==> src/verilog/cpu_pkg.sv <==
`default_nettype none

package cpu_pkg;

  localparam int XLEN        = 32; // Data and address width.
  localparam int UOP_COUNT_W = 5;  // Micro-op counter width.
  localparam int REG_PC      = 31; // r31 holds the program counter.
  localparam int PC_STEP     = 4;  // Bytes per instruction word.

  // Instruction opcodes, taken from opword bits 31:26.
  typedef enum logic [5:0] {
    OP_RESET = 6'd0,
    OP_FETCH = 6'd1,
    OP_LHU   = 6'd2, // rD = zeroext(I).
    OP_ADDU  = 6'd3, // rD = rS + zeroext(I).
    OP_ADD3  = 6'd4, // rD = rA + rB.
    OP_SW    = 6'd5, // mem[rD] = rS.
    OP_OR3   = 6'd6, // rD = rA | rB.
    OP_LH    = 6'd7, // rD = signext(I).
    OP_BEQ   = 6'd8  // if rA == rB then PC += signext(I).
  } opcode_e;

  // Bus sources. Code 7 was the timer and stays unused.
  typedef enum logic [3:0] {
    OUT_NONE             = 4'd0,
    OUT_REG              = 4'd1,
    OUT_TMP0             = 4'd2,
    OUT_TMP1             = 4'd3,
    OUT_MMU              = 4'd4,
    OUT_MLU              = 4'd5,
    OUT_SHIFTER          = 4'd6,
    OUT_CTRL_DATA        = 4'd8,
    OUT_OPWORD_IMMEDIATE = 4'd9
  } out_plane_e;

  // Bus destinations.
  typedef enum logic [2:0] {
    IN_NONE   = 3'd0,
    IN_REG    = 3'd1,
    IN_TMP0   = 3'd2,
    IN_TMP1   = 3'd3,
    IN_MMU    = 3'd4,
    IN_OPWORD = 3'd5,
    IN_OPCODE = 3'd6
  } in_plane_e;

  typedef enum logic [1:0] {
    REG_SEL_OPWORD0, // Opword bits 25:21.
    REG_SEL_OPWORD1, // Opword bits 20:16.
    REG_SEL_OPWORD2, // Opword bits 15:11.
    REG_SEL_CONTROL  // Low bits of ctrl_data.
  } reg_sel_e;

  typedef enum logic [2:0] {MLU_ADD, MLU_SUB, MLU_OR} mlu_op_e;

  typedef enum logic [1:0] {SHIFTER_PASS, SHIFTER_SIGNEXT16} shifter_plane_e;

  typedef enum logic [1:0] {COND_ZERO, COND_CARRY, COND_NEGATIVE} cond_sel_e;

  typedef enum logic {OPSEL_FROM_OPWORD, OPSEL_FROM_BUS} opcode_sel_e;

endpackage

`default_nettype wire

==> src/verilog/ctrl_word_if.sv <==
`timescale 1ns/10ps
`default_nettype none

interface ctrl_word_if import cpu_pkg::*; (input logic clk);

  logic [5:0]     ctrl_data;     // Constant, register number or opcode.
  reg_sel_e       reg_sel;
  out_plane_e     out_plane;
  in_plane_e      in_plane;
  logic           reset_uop;     // Misc plane, restarts the micro-op counter.
  mlu_op_e        mlu_op;
  logic           mlu_carry;     // Carry into the adder.
  shifter_plane_e shifter_plane;
  opcode_sel_e    opcode_sel;
  cond_sel_e      cond_sel;

  modport decoder (output ctrl_data, reg_sel, out_plane, in_plane, reset_uop, mlu_op,
                   mlu_carry, shifter_plane, opcode_sel, cond_sel);
  modport sequencer (input ctrl_data, in_plane, reset_uop, opcode_sel, cond_sel);
  modport execute (input ctrl_data, reg_sel, out_plane, in_plane, reset_uop, mlu_op,
                   mlu_carry, shifter_plane);

endinterface

`default_nettype wire

==> src/verilog/microcode_rom.sv <==
`timescale 1ns/10ps
`default_nettype none

module microcode_rom import cpu_pkg::*; (
  input  logic                   cond_var,
  input  opcode_e                opcode,
  input  logic [UOP_COUNT_W-1:0] uop_count,
  ctrl_word_if.decoder           ctrl
);

  logic go_fetch; // Selects the shared fetch-return step.

  always_comb begin
    ctrl.ctrl_data     = '0;
    ctrl.reg_sel       = REG_SEL_OPWORD0;
    ctrl.out_plane     = OUT_NONE;
    ctrl.in_plane      = IN_NONE;
    ctrl.reset_uop     = 1'b0;
    ctrl.mlu_op        = MLU_ADD;
    ctrl.mlu_carry     = 1'b0;
    ctrl.shifter_plane = SHIFTER_PASS;
    ctrl.opcode_sel    = OPSEL_FROM_OPWORD;
    ctrl.cond_sel      = COND_ZERO;
    go_fetch           = 1'b0;
    case (opcode)
      OP_RESET: begin
        case (uop_count)
          5'd0: begin // NONE drives zero onto PC.
            ctrl.ctrl_data = 6'(REG_PC);
            ctrl.reg_sel   = REG_SEL_CONTROL;
            ctrl.in_plane  = IN_REG;
          end
          default: go_fetch = 1'b1;
        endcase
      end
      OP_FETCH: begin
        case (uop_count)
          5'd0: begin // PC into TMP0 as the read address.
            ctrl.ctrl_data = 6'(REG_PC);
            ctrl.reg_sel   = REG_SEL_CONTROL;
            ctrl.out_plane = OUT_REG;
            ctrl.in_plane  = IN_TMP0;
          end
          5'd1: begin // Instruction word into the opword.
            ctrl.out_plane = OUT_MMU;
            ctrl.in_plane  = IN_OPWORD;
          end
          5'd2: begin // Step size into TMP1.
            ctrl.ctrl_data = 6'(PC_STEP);
            ctrl.out_plane = OUT_CTRL_DATA;
            ctrl.in_plane  = IN_TMP1;
          end
          5'd3: begin // PC = TMP0 + TMP1.
            ctrl.ctrl_data = 6'(REG_PC);
            ctrl.reg_sel   = REG_SEL_CONTROL;
            ctrl.out_plane = OUT_MLU;
            ctrl.in_plane  = IN_REG;
          end
          default: begin // Dispatch on the opword opcode.
            ctrl.in_plane   = IN_OPCODE;
            ctrl.reset_uop  = 1'b1;
            ctrl.opcode_sel = OPSEL_FROM_OPWORD;
          end
        endcase
      end
      OP_LHU: begin
        if (uop_count == 5'd0) begin // Zero-extended immediate straight to rD.
          ctrl.out_plane = OUT_OPWORD_IMMEDIATE;
          ctrl.in_plane  = IN_REG;
        end else begin
          go_fetch = 1'b1;
        end
      end
      OP_LH: begin
        case (uop_count)
          5'd0: begin
            ctrl.out_plane = OUT_OPWORD_IMMEDIATE;
            ctrl.in_plane  = IN_TMP0;
          end
          5'd1: begin // Sign-extended copy into rD.
            ctrl.out_plane     = OUT_SHIFTER;
            ctrl.shifter_plane = SHIFTER_SIGNEXT16;
            ctrl.in_plane      = IN_REG;
          end
          default: go_fetch = 1'b1;
        endcase
      end
      OP_SW: begin
        case (uop_count)
          5'd0: begin // rD is address.
            ctrl.out_plane = OUT_REG;
            ctrl.in_plane  = IN_TMP0;
          end
          5'd1: begin // rS onto the bus and out to memory.
            ctrl.reg_sel   = REG_SEL_OPWORD1;
            ctrl.out_plane = OUT_REG;
            ctrl.in_plane  = IN_MMU;
          end
          default: go_fetch = 1'b1;
        endcase
      end
      OP_ADDU, OP_ADD3, OP_OR3: begin
        case (uop_count)
          5'd0: begin // rS or rA into TMP0.
            ctrl.reg_sel   = REG_SEL_OPWORD1;
            ctrl.out_plane = OUT_REG;
            ctrl.in_plane  = IN_TMP0;
          end
          5'd1: begin // Immediate or rB into TMP1.
            ctrl.reg_sel   = REG_SEL_OPWORD2;
            ctrl.out_plane = (opcode == OP_ADDU) ? OUT_OPWORD_IMMEDIATE : OUT_REG;
            ctrl.in_plane  = IN_TMP1;
          end
          5'd2: begin // Result into rD.
            ctrl.out_plane = OUT_MLU;
            ctrl.in_plane  = IN_REG;
            ctrl.mlu_op    = (opcode == OP_OR3) ? MLU_OR : MLU_ADD;
          end
          default: go_fetch = 1'b1;
        endcase
      end
      OP_BEQ: begin
        case (uop_count)
          5'd0: begin // rA.
            ctrl.out_plane = OUT_REG;
            ctrl.in_plane  = IN_TMP0;
          end
          5'd1: begin // rB into TMP1.
            ctrl.reg_sel   = REG_SEL_OPWORD1;
            ctrl.out_plane = OUT_REG;
            ctrl.in_plane  = IN_TMP1;
          end
          5'd2: begin // Compare, zero flag is looked at next.
            ctrl.mlu_op    = MLU_SUB;
            ctrl.mlu_carry = 1'b1;
            ctrl.cond_sel  = COND_ZERO;
          end
          5'd3: begin
            if (cond_var) begin // Equal, offset into TMP0.
              ctrl.out_plane = OUT_OPWORD_IMMEDIATE;
              ctrl.in_plane  = IN_TMP0;
            end else begin
              go_fetch = 1'b1; // Not taken.
            end
          end
          5'd4: ctrl.in_plane = IN_TMP1; // Clear TMP1.
          5'd5: begin // Sign-extended offset into TMP1.
            ctrl.out_plane     = OUT_SHIFTER;
            ctrl.shifter_plane = SHIFTER_SIGNEXT16;
            ctrl.in_plane      = IN_TMP1;
          end
          5'd6, 5'd7: begin // Load PC, then PC = PC + offset.
            ctrl.ctrl_data = 6'(REG_PC);
            ctrl.reg_sel   = REG_SEL_CONTROL;
            ctrl.out_plane = (uop_count == 5'd6) ? OUT_REG : OUT_MLU;
            ctrl.in_plane  = (uop_count == 5'd6) ? IN_TMP0 : IN_REG;
          end
          default: go_fetch = 1'b1;
        endcase
      end
      default: go_fetch = 1'b1; // Unknown opcodes act as no-ops.
    endcase
    if (go_fetch) begin // Opcode = FETCH via the bus, counter back to 0.
      ctrl.ctrl_data  = OP_FETCH;
      ctrl.out_plane  = OUT_CTRL_DATA;
      ctrl.in_plane   = IN_OPCODE;
      ctrl.reset_uop  = 1'b1;
      ctrl.opcode_sel = OPSEL_FROM_BUS;
    end
  end

endmodule

`default_nettype wire

==> src/verilog/microcode_sequencer.sv <==
`timescale 1ns/10ps
`default_nettype none

module microcode_sequencer import cpu_pkg::*; (
  input  logic                   clk,
  input  logic                   arst_n,
  ctrl_word_if.sequencer         ctrl,
  input  logic                   stall,
  input  logic                   mlu_zero,
  input  logic                   mlu_carry_out,
  input  logic                   mlu_negative,
  input  logic [5:0]             bus_opcode,
  input  logic [5:0]             opword_opcode,
  output opcode_e                opcode,
  output logic [UOP_COUNT_W-1:0] uop_count,
  output logic                   cond_var
);

  logic [5:0] next_opcode; // Value loaded on an OPCODE write.
  logic       cond_flag;   // Flag picked by cond_sel.

  assign next_opcode = (ctrl.opcode_sel == OPSEL_FROM_BUS) ? bus_opcode : opword_opcode;

  always_comb begin
    case (ctrl.cond_sel)
      COND_CARRY:    cond_flag = mlu_carry_out;
      COND_NEGATIVE: cond_flag = mlu_negative;
      default:       cond_flag = mlu_zero;
    endcase
  end

  always_ff @(posedge clk or negedge arst_n) begin
    if (!arst_n) begin
      opcode    <= OP_RESET; // Start with the reset sequence.
      uop_count <= '0;
      cond_var  <= 1'b0;
    end else if (!stall) begin // Everything holds while memory is busy.
      uop_count <= ctrl.reset_uop ? '0 : uop_count + 1'b1;
      cond_var  <= cond_flag; // Seen by the next micro-op.
      if (ctrl.in_plane == IN_OPCODE) begin
        opcode <= opcode_e'(next_opcode); // Unlisted codes fall to the fetch step.
      end
    end
  end

endmodule

`default_nettype wire

==> src/verilog/datapath.sv <==
`timescale 1ns/10ps
`default_nettype none

module datapath import cpu_pkg::*; (
  input  logic            clk,
  input  logic            arst_n,
  ctrl_word_if.execute    ctrl,
  input  logic            stall,
  input  logic [XLEN-1:0] mem_rdata,
  output logic            mem_rd_req,
  output logic            mem_wr_req,
  output logic [XLEN-1:0] mem_addr,
  output logic [XLEN-1:0] mem_wdata,
  output logic            mlu_zero,
  output logic            mlu_carry_out,
  output logic            mlu_negative,
  output logic [5:0]      bus_opcode,
  output logic [5:0]      opword_opcode
);

  logic [XLEN-1:0] regs [32];  // r31 is the PC.
  logic [XLEN-1:0] tmp0;       // MLU A operand and memory address.
  logic [XLEN-1:0] tmp1;       // MLU B operand.
  logic [XLEN-1:0] opword;     // Current instruction word.
  logic [4:0]      reg_addr;
  logic [XLEN-1:0] bus;
  logic [XLEN-1:0] mlu_operand;
  logic [XLEN-1:0] mlu_result;
  logic [XLEN-1:0] shift_result;

  always_comb begin
    case (ctrl.reg_sel)
      REG_SEL_OPWORD0: reg_addr = opword[25:21];
      REG_SEL_OPWORD1: reg_addr = opword[20:16];
      REG_SEL_OPWORD2: reg_addr = opword[15:11];
      default:         reg_addr = ctrl.ctrl_data[4:0];
    endcase
  end

  // Subtract is A + ~B + carry-in.
  assign mlu_operand = (ctrl.mlu_op == MLU_SUB) ? ~tmp1 : tmp1;

  always_comb begin
    if (ctrl.mlu_op == MLU_OR) begin
      mlu_carry_out = 1'b0;
      mlu_result    = tmp0 | tmp1;
    end else begin
      {mlu_carry_out, mlu_result} = {1'b0, tmp0} + {1'b0, mlu_operand}
                                    + (XLEN + 1)'(ctrl.mlu_carry);
    end
  end

  assign mlu_zero     = (mlu_result == '0);
  assign mlu_negative = mlu_result[XLEN-1];

  assign shift_result = (ctrl.shifter_plane == SHIFTER_SIGNEXT16) ?
                        {{(XLEN - 16){tmp0[15]}}, tmp0[15:0]} : tmp0;

  always_comb begin
    case (ctrl.out_plane)
      OUT_REG:              bus = regs[reg_addr];
      OUT_TMP0:             bus = tmp0;
      OUT_TMP1:             bus = tmp1;
      OUT_MMU:              bus = mem_rdata;
      OUT_MLU:              bus = mlu_result;
      OUT_SHIFTER:          bus = shift_result;
      OUT_CTRL_DATA:        bus = XLEN'(ctrl.ctrl_data);
      OUT_OPWORD_IMMEDIATE: bus = XLEN'(opword[15:0]); // Zero-extended.
      default:              bus = '0;
    endcase
  end

  always_ff @(posedge clk or negedge arst_n) begin
    if (!arst_n) begin
      for (int i = 0; i < 32; i++) begin
        regs[i] <= '0; // PC starts at 0.
      end
    end else if (!stall && ctrl.in_plane == IN_REG) begin
      regs[reg_addr] <= bus;
    end
  end

  always_ff @(posedge clk) begin
    if (!stall) begin
      case (ctrl.in_plane)
        IN_TMP0:   tmp0   <= bus;
        IN_TMP1:   tmp1   <= bus;
        IN_OPWORD: opword <= bus;
        default: ;
      endcase
    end
  end

  // Requests follow the current micro-op.
  assign mem_rd_req    = (ctrl.out_plane == OUT_MMU);
  assign mem_wr_req    = (ctrl.in_plane == IN_MMU);
  assign mem_addr      = tmp0;
  assign mem_wdata     = bus;
  assign bus_opcode    = bus[5:0];
  assign opword_opcode = opword[31:26];

endmodule

`default_nettype wire

==> src/verilog/mem_axi_master.sv <==
`timescale 1ns/10ps
`default_nettype none

module mem_axi_master import cpu_pkg::*; (
  input  logic              clk,
  input  logic              arst_n,
  input  logic              rd_req,
  input  logic              wr_req,
  input  logic [XLEN-1:0]   addr,
  input  logic [XLEN-1:0]   wdata,
  output logic [XLEN-1:0]   rdata,
  output logic              stall,
  output logic [XLEN-1:0]   axi_awaddr,
  output logic              axi_awvalid,
  input  logic              axi_awready,
  output logic [XLEN-1:0]   axi_wdata,
  output logic [XLEN/8-1:0] axi_wstrb,
  output logic              axi_wvalid,
  input  logic              axi_wready,
  input  logic [1:0]        axi_bresp,
  input  logic              axi_bvalid,
  output logic              axi_bready,
  output logic [XLEN-1:0]   axi_araddr,
  output logic              axi_arvalid,
  input  logic              axi_arready,
  input  logic [XLEN-1:0]   axi_rdata,
  input  logic [1:0]        axi_rresp,
  input  logic              axi_rvalid,
  output logic              axi_rready
);

  typedef enum logic [1:0] {IDLE, WRITE, READ} state_e;

  state_e          state;
  logic [XLEN-1:0] addr_q; // Shared by AW and AR.

  assign axi_awaddr = addr_q;
  assign axi_araddr = addr_q;
  assign axi_wstrb  = '1;   // Word accesses only.
  assign axi_bready = 1'b1;
  assign axi_rready = 1'b1;
  assign rdata      = axi_rdata; // Sampled by the core in the R cycle.

  always_comb begin
    case (state)
      IDLE:    stall = rd_req | wr_req; // First cycle of a request.
      WRITE:   stall = !axi_bvalid;
      READ:    stall = !axi_rvalid;
      default: stall = 1'b0;
    endcase
  end

  always_ff @(posedge clk or negedge arst_n) begin
    if (!arst_n) begin
      state       <= IDLE;
      axi_awvalid <= 1'b0;
      axi_wvalid  <= 1'b0;
      axi_arvalid <= 1'b0;
    end else begin
      case (state)
        IDLE: begin
          if (wr_req) begin
            state       <= WRITE;
            axi_awvalid <= 1'b1; // AW and W go up together.
            axi_wvalid  <= 1'b1;
          end else if (rd_req) begin
            state       <= READ;
            axi_arvalid <= 1'b1;
          end
        end
        WRITE: begin
          if (axi_awready) axi_awvalid <= 1'b0;
          if (axi_wready)  axi_wvalid  <= 1'b0;
          if (axi_bvalid)  state       <= IDLE; // Response code is ignored.
        end
        READ: begin
          if (axi_arready) axi_arvalid <= 1'b0;
          if (axi_rvalid)  state       <= IDLE;
        end
        default: state <= IDLE;
      endcase
    end
  end

  always_ff @(posedge clk) begin
    if (state == IDLE) begin // Payload frozen once valid is up.
      addr_q    <= addr;
      axi_wdata <= wdata;
    end
  end

endmodule

`default_nettype wire

==> src/verilog/cpu_top.sv <==
`timescale 1ns/10ps
`default_nettype none

module cpu_top import cpu_pkg::*; (
  input  logic              clk,
  input  logic              arst_n,
  output logic [XLEN-1:0]   axi_awaddr,
  output logic              axi_awvalid,
  input  logic              axi_awready,
  output logic [XLEN-1:0]   axi_wdata,
  output logic [XLEN/8-1:0] axi_wstrb,
  output logic              axi_wvalid,
  input  logic              axi_wready,
  input  logic [1:0]        axi_bresp,
  input  logic              axi_bvalid,
  output logic              axi_bready,
  output logic [XLEN-1:0]   axi_araddr,
  output logic              axi_arvalid,
  input  logic              axi_arready,
  input  logic [XLEN-1:0]   axi_rdata,
  input  logic [1:0]        axi_rresp,
  input  logic              axi_rvalid,
  output logic              axi_rready
);

  opcode_e                opcode;
  logic [UOP_COUNT_W-1:0] uop_count;
  logic                   cond_var;
  logic                   stall;        // Memory busy, freezes the core.
  logic                   mlu_zero;
  logic                   mlu_carry_out;
  logic                   mlu_negative;
  logic [5:0]             bus_opcode;
  logic [5:0]             opword_opcode;
  logic                   mem_rd_req;
  logic                   mem_wr_req;
  logic [XLEN-1:0]        mem_addr;
  logic [XLEN-1:0]        mem_wdata;
  logic [XLEN-1:0]        mem_rdata;

  ctrl_word_if ctrl (.clk(clk));

  microcode_rom u_rom (
    .cond_var (cond_var),
    .opcode   (opcode),
    .uop_count(uop_count),
    .ctrl     (ctrl.decoder)
  );

  microcode_sequencer u_seq (
    .clk          (clk),
    .arst_n       (arst_n),
    .ctrl         (ctrl.sequencer),
    .stall        (stall),
    .mlu_zero     (mlu_zero),
    .mlu_carry_out(mlu_carry_out),
    .mlu_negative (mlu_negative),
    .bus_opcode   (bus_opcode),
    .opword_opcode(opword_opcode),
    .opcode       (opcode),
    .uop_count    (uop_count),
    .cond_var     (cond_var)
  );

  datapath u_dp (
    .clk          (clk),
    .arst_n       (arst_n),
    .ctrl         (ctrl.execute),
    .stall        (stall),
    .mem_rdata    (mem_rdata),
    .mem_rd_req   (mem_rd_req),
    .mem_wr_req   (mem_wr_req),
    .mem_addr     (mem_addr),
    .mem_wdata    (mem_wdata),
    .mlu_zero     (mlu_zero),
    .mlu_carry_out(mlu_carry_out),
    .mlu_negative (mlu_negative),
    .bus_opcode   (bus_opcode),
    .opword_opcode(opword_opcode)
  );

  mem_axi_master u_mem (
    .clk        (clk),
    .arst_n     (arst_n),
    .rd_req     (mem_rd_req),
    .wr_req     (mem_wr_req),
    .addr       (mem_addr),
    .wdata      (mem_wdata),
    .rdata      (mem_rdata),
    .stall      (stall),
    .axi_awaddr (axi_awaddr),
    .axi_awvalid(axi_awvalid),
    .axi_awready(axi_awready),
    .axi_wdata  (axi_wdata),
    .axi_wstrb  (axi_wstrb),
    .axi_wvalid (axi_wvalid),
    .axi_wready (axi_wready),
    .axi_bresp  (axi_bresp),
    .axi_bvalid (axi_bvalid),
    .axi_bready (axi_bready),
    .axi_araddr (axi_araddr),
    .axi_arvalid(axi_arvalid),
    .axi_arready(axi_arready),
    .axi_rdata  (axi_rdata),
    .axi_rresp  (axi_rresp),
    .axi_rvalid (axi_rvalid),
    .axi_rready (axi_rready)
  );

endmodule

`default_nettype wire

==> config.mk <==
export PLATFORM = sky130hd
export DESIGN_NAME = cpu_top
export DESIGN_NICKNAME = d
export VERILOG_FILES = /design/src/verilog/cpu_pkg.sv /design/src/verilog/ctrl_word_if.sv /design/src/verilog/microcode_rom.sv /design/src/verilog/microcode_sequencer.sv /design/src/verilog/datapath.sv /design/src/verilog/mem_axi_master.sv /design/src/verilog/cpu_top.sv
export SDC_FILE = /design/constraint.sdc
export NUM_CORES = 2
export LEC_CHECK = 0
export ABC_AREA = 0
export BUFFER_PORTS_ARGS = -buffer_cell sky130_fd_sc_hd__buf_2
export CORE_ASPECT_RATIO = 1.25
export CORE_MARGIN = 2
export CORE_UTILIZATION = 50
export DETAILED_ROUTE_END_ITERATION = 16
export GPL_TIMING_DRIVEN = 0
export HOLD_SLACK_MARGIN = 0.1
export MAX_ROUTING_LAYER = met4
export PLACE_DENSITY_LB_ADDON = 0.15
export SKIP_CTS_REPAIR_TIMING = 1
export SYNTH_ARGS = -nofsm -noshare
export SYNTH_HDL_FRONTEND = slang
export SYNTH_HIERARCHICAL = 1
export SYNTH_SLANG_ARGS = --single-unit
==> constraint.sdc <==
create_clock -name clk -period 9.3 [get_ports clk]
set_input_delay 0.465 -clock clk [delete_from_list [all_inputs] [get_ports clk]]
set_output_delay 0.465 -clock clk [all_outputs]
set_load 0.05 [all_outputs]
==> key figures <==
Logic synthesis
  – EDFF count, synth: 160
  – Main flop type after synthesis: dfrtp_1
  – Ys async rst share: 86.68%
  – Main area contributors after synthesis: dfrtp_1, a21oi_1, edfxtp_1, mux4_2, nor2_1
  – Top cell type's share of synthesized area: 46.18%
  – Yosys reg bits: 1201
  – Distinct cells, synth: between 100 and 150
  – Synthesized area: 56410 sq um
  – Ys Warns: 6
  – Cell accounting for the most synthesized area: dfrtp_1
  – Cells after Synth: roughly 5500
  – Post-synthesis sequential area ratio: 54.70%
  – Synthesized area per cell: 10.30 sq um

Cells and area
  – Layout cells sized above 1: 17.90%
  – Fill cell count: around 9800
  – Most common cell after layout, fill and taps aside: nor2_1
  – Area grow syn2layout: 12.50%
  – Post-route design area: 63460 sq um
  – Nets: 5813
  – Most frequent cells in the layout: nor2_1, dfrtp_1, a21oi_1

Setup path
  – Startpoint Class: register
  – Crit-path leading delay family: compound AO/OA/AOI/OAI gates
  – CP required: 9.98 ns
  – R2R Setup Slk: 0.74 ns
  – Worst Path Buf+Inv: 5
  – Critical path class: reg -> reg
  – CP max stage cell: o21ai_0
  – Critical Path Max Stage Delay: between 1 and 1.5 ns
  – Worst-path cell chain: buf_2 -> nor3_2 -> nand3_1 -> nor3_1 -> nor3b_1 -> clkbuf_1 -> buf_1 -> xnor2_1 -> fa_1 -> inv_1 -> fa_1 -> a21oi_1 -> o211ai_1 -> a21oi_1 -> o31a_1 -> a41oi_1 -> a21oi_1 -> xnor2_1 -> o21ai_0 -> o21ai_0 -> clkbuf_1 -> mux2_2
  – CP endpoint kind: register
  – Max FO, Critical Path: 13
  – Crit-path most repeated cell: a21oi_1
  – Worst Path Arrival: 9.24 ns

Routing
  – Drt wl/cell: between 30 and 40 microns
  – Antenna Violating Nets Remaining: 0
  – Total Wirelength: 239300 microns
  – DRC errors left: 0
  – Iter 0 DRT Violations: about 7400
  – Detail-routed via count per cell: 6.488
  – Via count: 47383
  – Drt pass-1 iters: 6

STA
  – RSZ-0062 raised after global routing: false
  – Pins over their slew limit: 36
  – Min Tclk post-route: 8.560 ns
  – Period utilisation layout: 92.04%
  – Clk_skew: 0.02785 ns
  – Setup TNS: 0 ns
  – Final setup fails: 0
  – Maximum clock rate: 116.8 MHz
  – Slew headroom: -6.957%
  – Worst Hold Slack: 0.04360 ns
  – Final hold violations: 0
  – Worst-margin pin slew: around 1.6 ns

Power and ir drop
  – Total power: 0.01693 W
  – PD cells: 266.8 nW/um^2
  – Pleak: ~29 nW
  – VDD IR max: around 0.00019 V

Die
  – Core Region: ~110000 sq um
  – Initial Util: a little over 50%
  – I/O pins: 148
  – Die height: 379.5 microns
  – Die Wd: 304.4 microns
  – Die ar.: around 120000 sq um
  – Cell Rows: around 140

Clock network
  – H-tree levels: 3
  – Clock transition at path regs: 0.06 ns
  – Root Driver: clkbuf_16
  – Clock Latency Late Sink: 0.75 ns
  – CTS tree: built
  – Clock buffer count from CTS: 121
  – Clock sinks: 1201
  – Clock Path Buffers: 3

Outcome
  – Status: finished with violations
  – Failing checks: capacitance limit, slew limit

Placed design
  – Post-detail-place hpwl: 173600 microns
  – Buffers on Ports: 105
  – GP Congestion: 1.033
  – Placed instance area: between 50000 and 60000 sq um

Global routing
  – First-pass GRT wire length: 338500 microns
  – Met2 usage in global routing: 63.18%
  – Antenna violations before repair: 6
  – GRT overflow: 0
  – Largest net degree at the start of global routing: 161
  – M3 GR Usage: 9.435%
  – Most used routing layer: met2
  – Gr usage total: 42.44%
  – Met1 global-route usage: 51.38%
  – Vias in the first global route: 45875

Hold path
  – Min-delay worst type: in -> reg

Flow run
  – MaxCap Viol Count: 7
## flip-flops by register name, summed over array words and instances (netlist names)
| name | count |
|---|---|
| u_seq/cond_var | 1 |
| u_mem/axi_wdata | 32 |
| u_mem/axi_araddr | 32 |
| u_mem/state | 2 |
| u_seq/uop_count | 5 |
| u_dp/tmp1 | 32 |
| u_mem/axi_wvalid | 1 |
| u_mem/axi_awvalid | 1 |
| u_dp/regs | 1024 |
| u_mem/axi_arvalid | 1 |
| u_dp/mem_addr | 32 |
| u_dp/opword | 32 |
| u_seq/opcode | 6 |
## Yosys cell counts, types with 12 or more instances
cell	count
or3_1	12
inv_1	51
dfrtp_1	1041
nor2_1	1054
buf_4	108
buf_2	201
nor2_2	18
xnor2_1	16
nand2_1	477
nand4_1	12
a211oi_1	15
o211ai_1	18
o21ai_1	12
o22ai_1	30
mux2_2	70
and3_1	43
a21oi_2	17
a22oi_1	35
mux4_2	189
nand3_1	121
a21oi_1	1012
mux2i_1	22
xor2_1	39
nand2b_1	12
ha_1	34
a31oi_1	52
nor3_1	33
buf_6	33
o21ai_0	117
edfxtp_1	160
clkbuf_1	183
## worst register-to-register path: cells and delay by family (launching register included)
family	cells	cell delay, ns
AND/OR/NAND/NOR	4	1.21
buffers and inverters	5	2.43
adder cells (fa/ha/maj)	2	0.76
XOR/XNOR	2	0.37
multiplexers	1	0.33
AO/OA/AOI/OAI	8	3.05
flip-flops	1	0.37
## routing by layer
layer  share of wire [%]  vias to the layer above
met5                   0                        -
met4                 8.5                        0
met3                  11                      774
met2                  45                     3119
met1                  36                    23880
li1                    -                    19610
## cells by family (layout without fill, tap and decap cells)
logic type | count (synthesis) | count (layout) | synth area share, %
xor gates and xnor gates | 55 | 55 | 0.8540
other | 2 | 16 | 0.01331
and+or+nand+nor | 1845 | 1845 | 13.54
AOI/OAI and AO/OA | 1445 | 1445 | 14.52
muxes | 290 | 290 | 9.682
adders and majority gates | 36 | 36 | 0.8251
DFF | 1201 | 1201 | 54.70
buffers and inverters | 601 | 956 | 5.869
## power breakdown
group          internal (W)  leakage [nW]  switching, W  total [W]
clock               0.00293          2.04       0.00220    0.00513
sequential          0.00570          16.0      0.000180    0.00588
combinational       0.00138          10.6       0.00454    0.00592
## final timing paths
check                                 from                 end  cells after the start
hold / removal                 axi_awready   u_mem/axi_awvalid                      4
hold reg to reg             u_dp/regs[429]      u_dp/regs[429]                      2
max in group asynchronous           arst_n      u_dp/regs[307]                      4
setup reg to reg           u_seq/opcode[2]      u_dp/regs[830]                     22
min in group asynchronous           arst_n  u_seq/uop_count[3]                      2
setup / recovery           u_seq/opcode[2]      u_dp/regs[830]                     22
## per-stage QoR
stage | setup WS (ns) | std cells | util (%)
floorplan | 3.171 | 5484 | -
global placement | -15.42 | 7048 | 52.61
detailed placement | 1.008 | 7064 | 52.98
CTS | 0.9438 | 7292 | 56.71
global route | 0.5483 | 7301 | 56.78
finish | 0.7401 | 7303 | 56.78
## cell type report
type	count	area (sq um)	area share (%)
flip-flops and latches	1201	30850	48.62
repair buffers	127	933.4	1.471
multi-input cells	3682	22350	35.22
diodes	5	12.51	0.01972
clock inverters	66	690.7	1.088
inverters	54	202.7	0.3194
clock buffers	162	3477	5.479
well taps	1459	1826	2.877
plain buffers	547	3114	4.907
(Power assumes the default switching activity.)
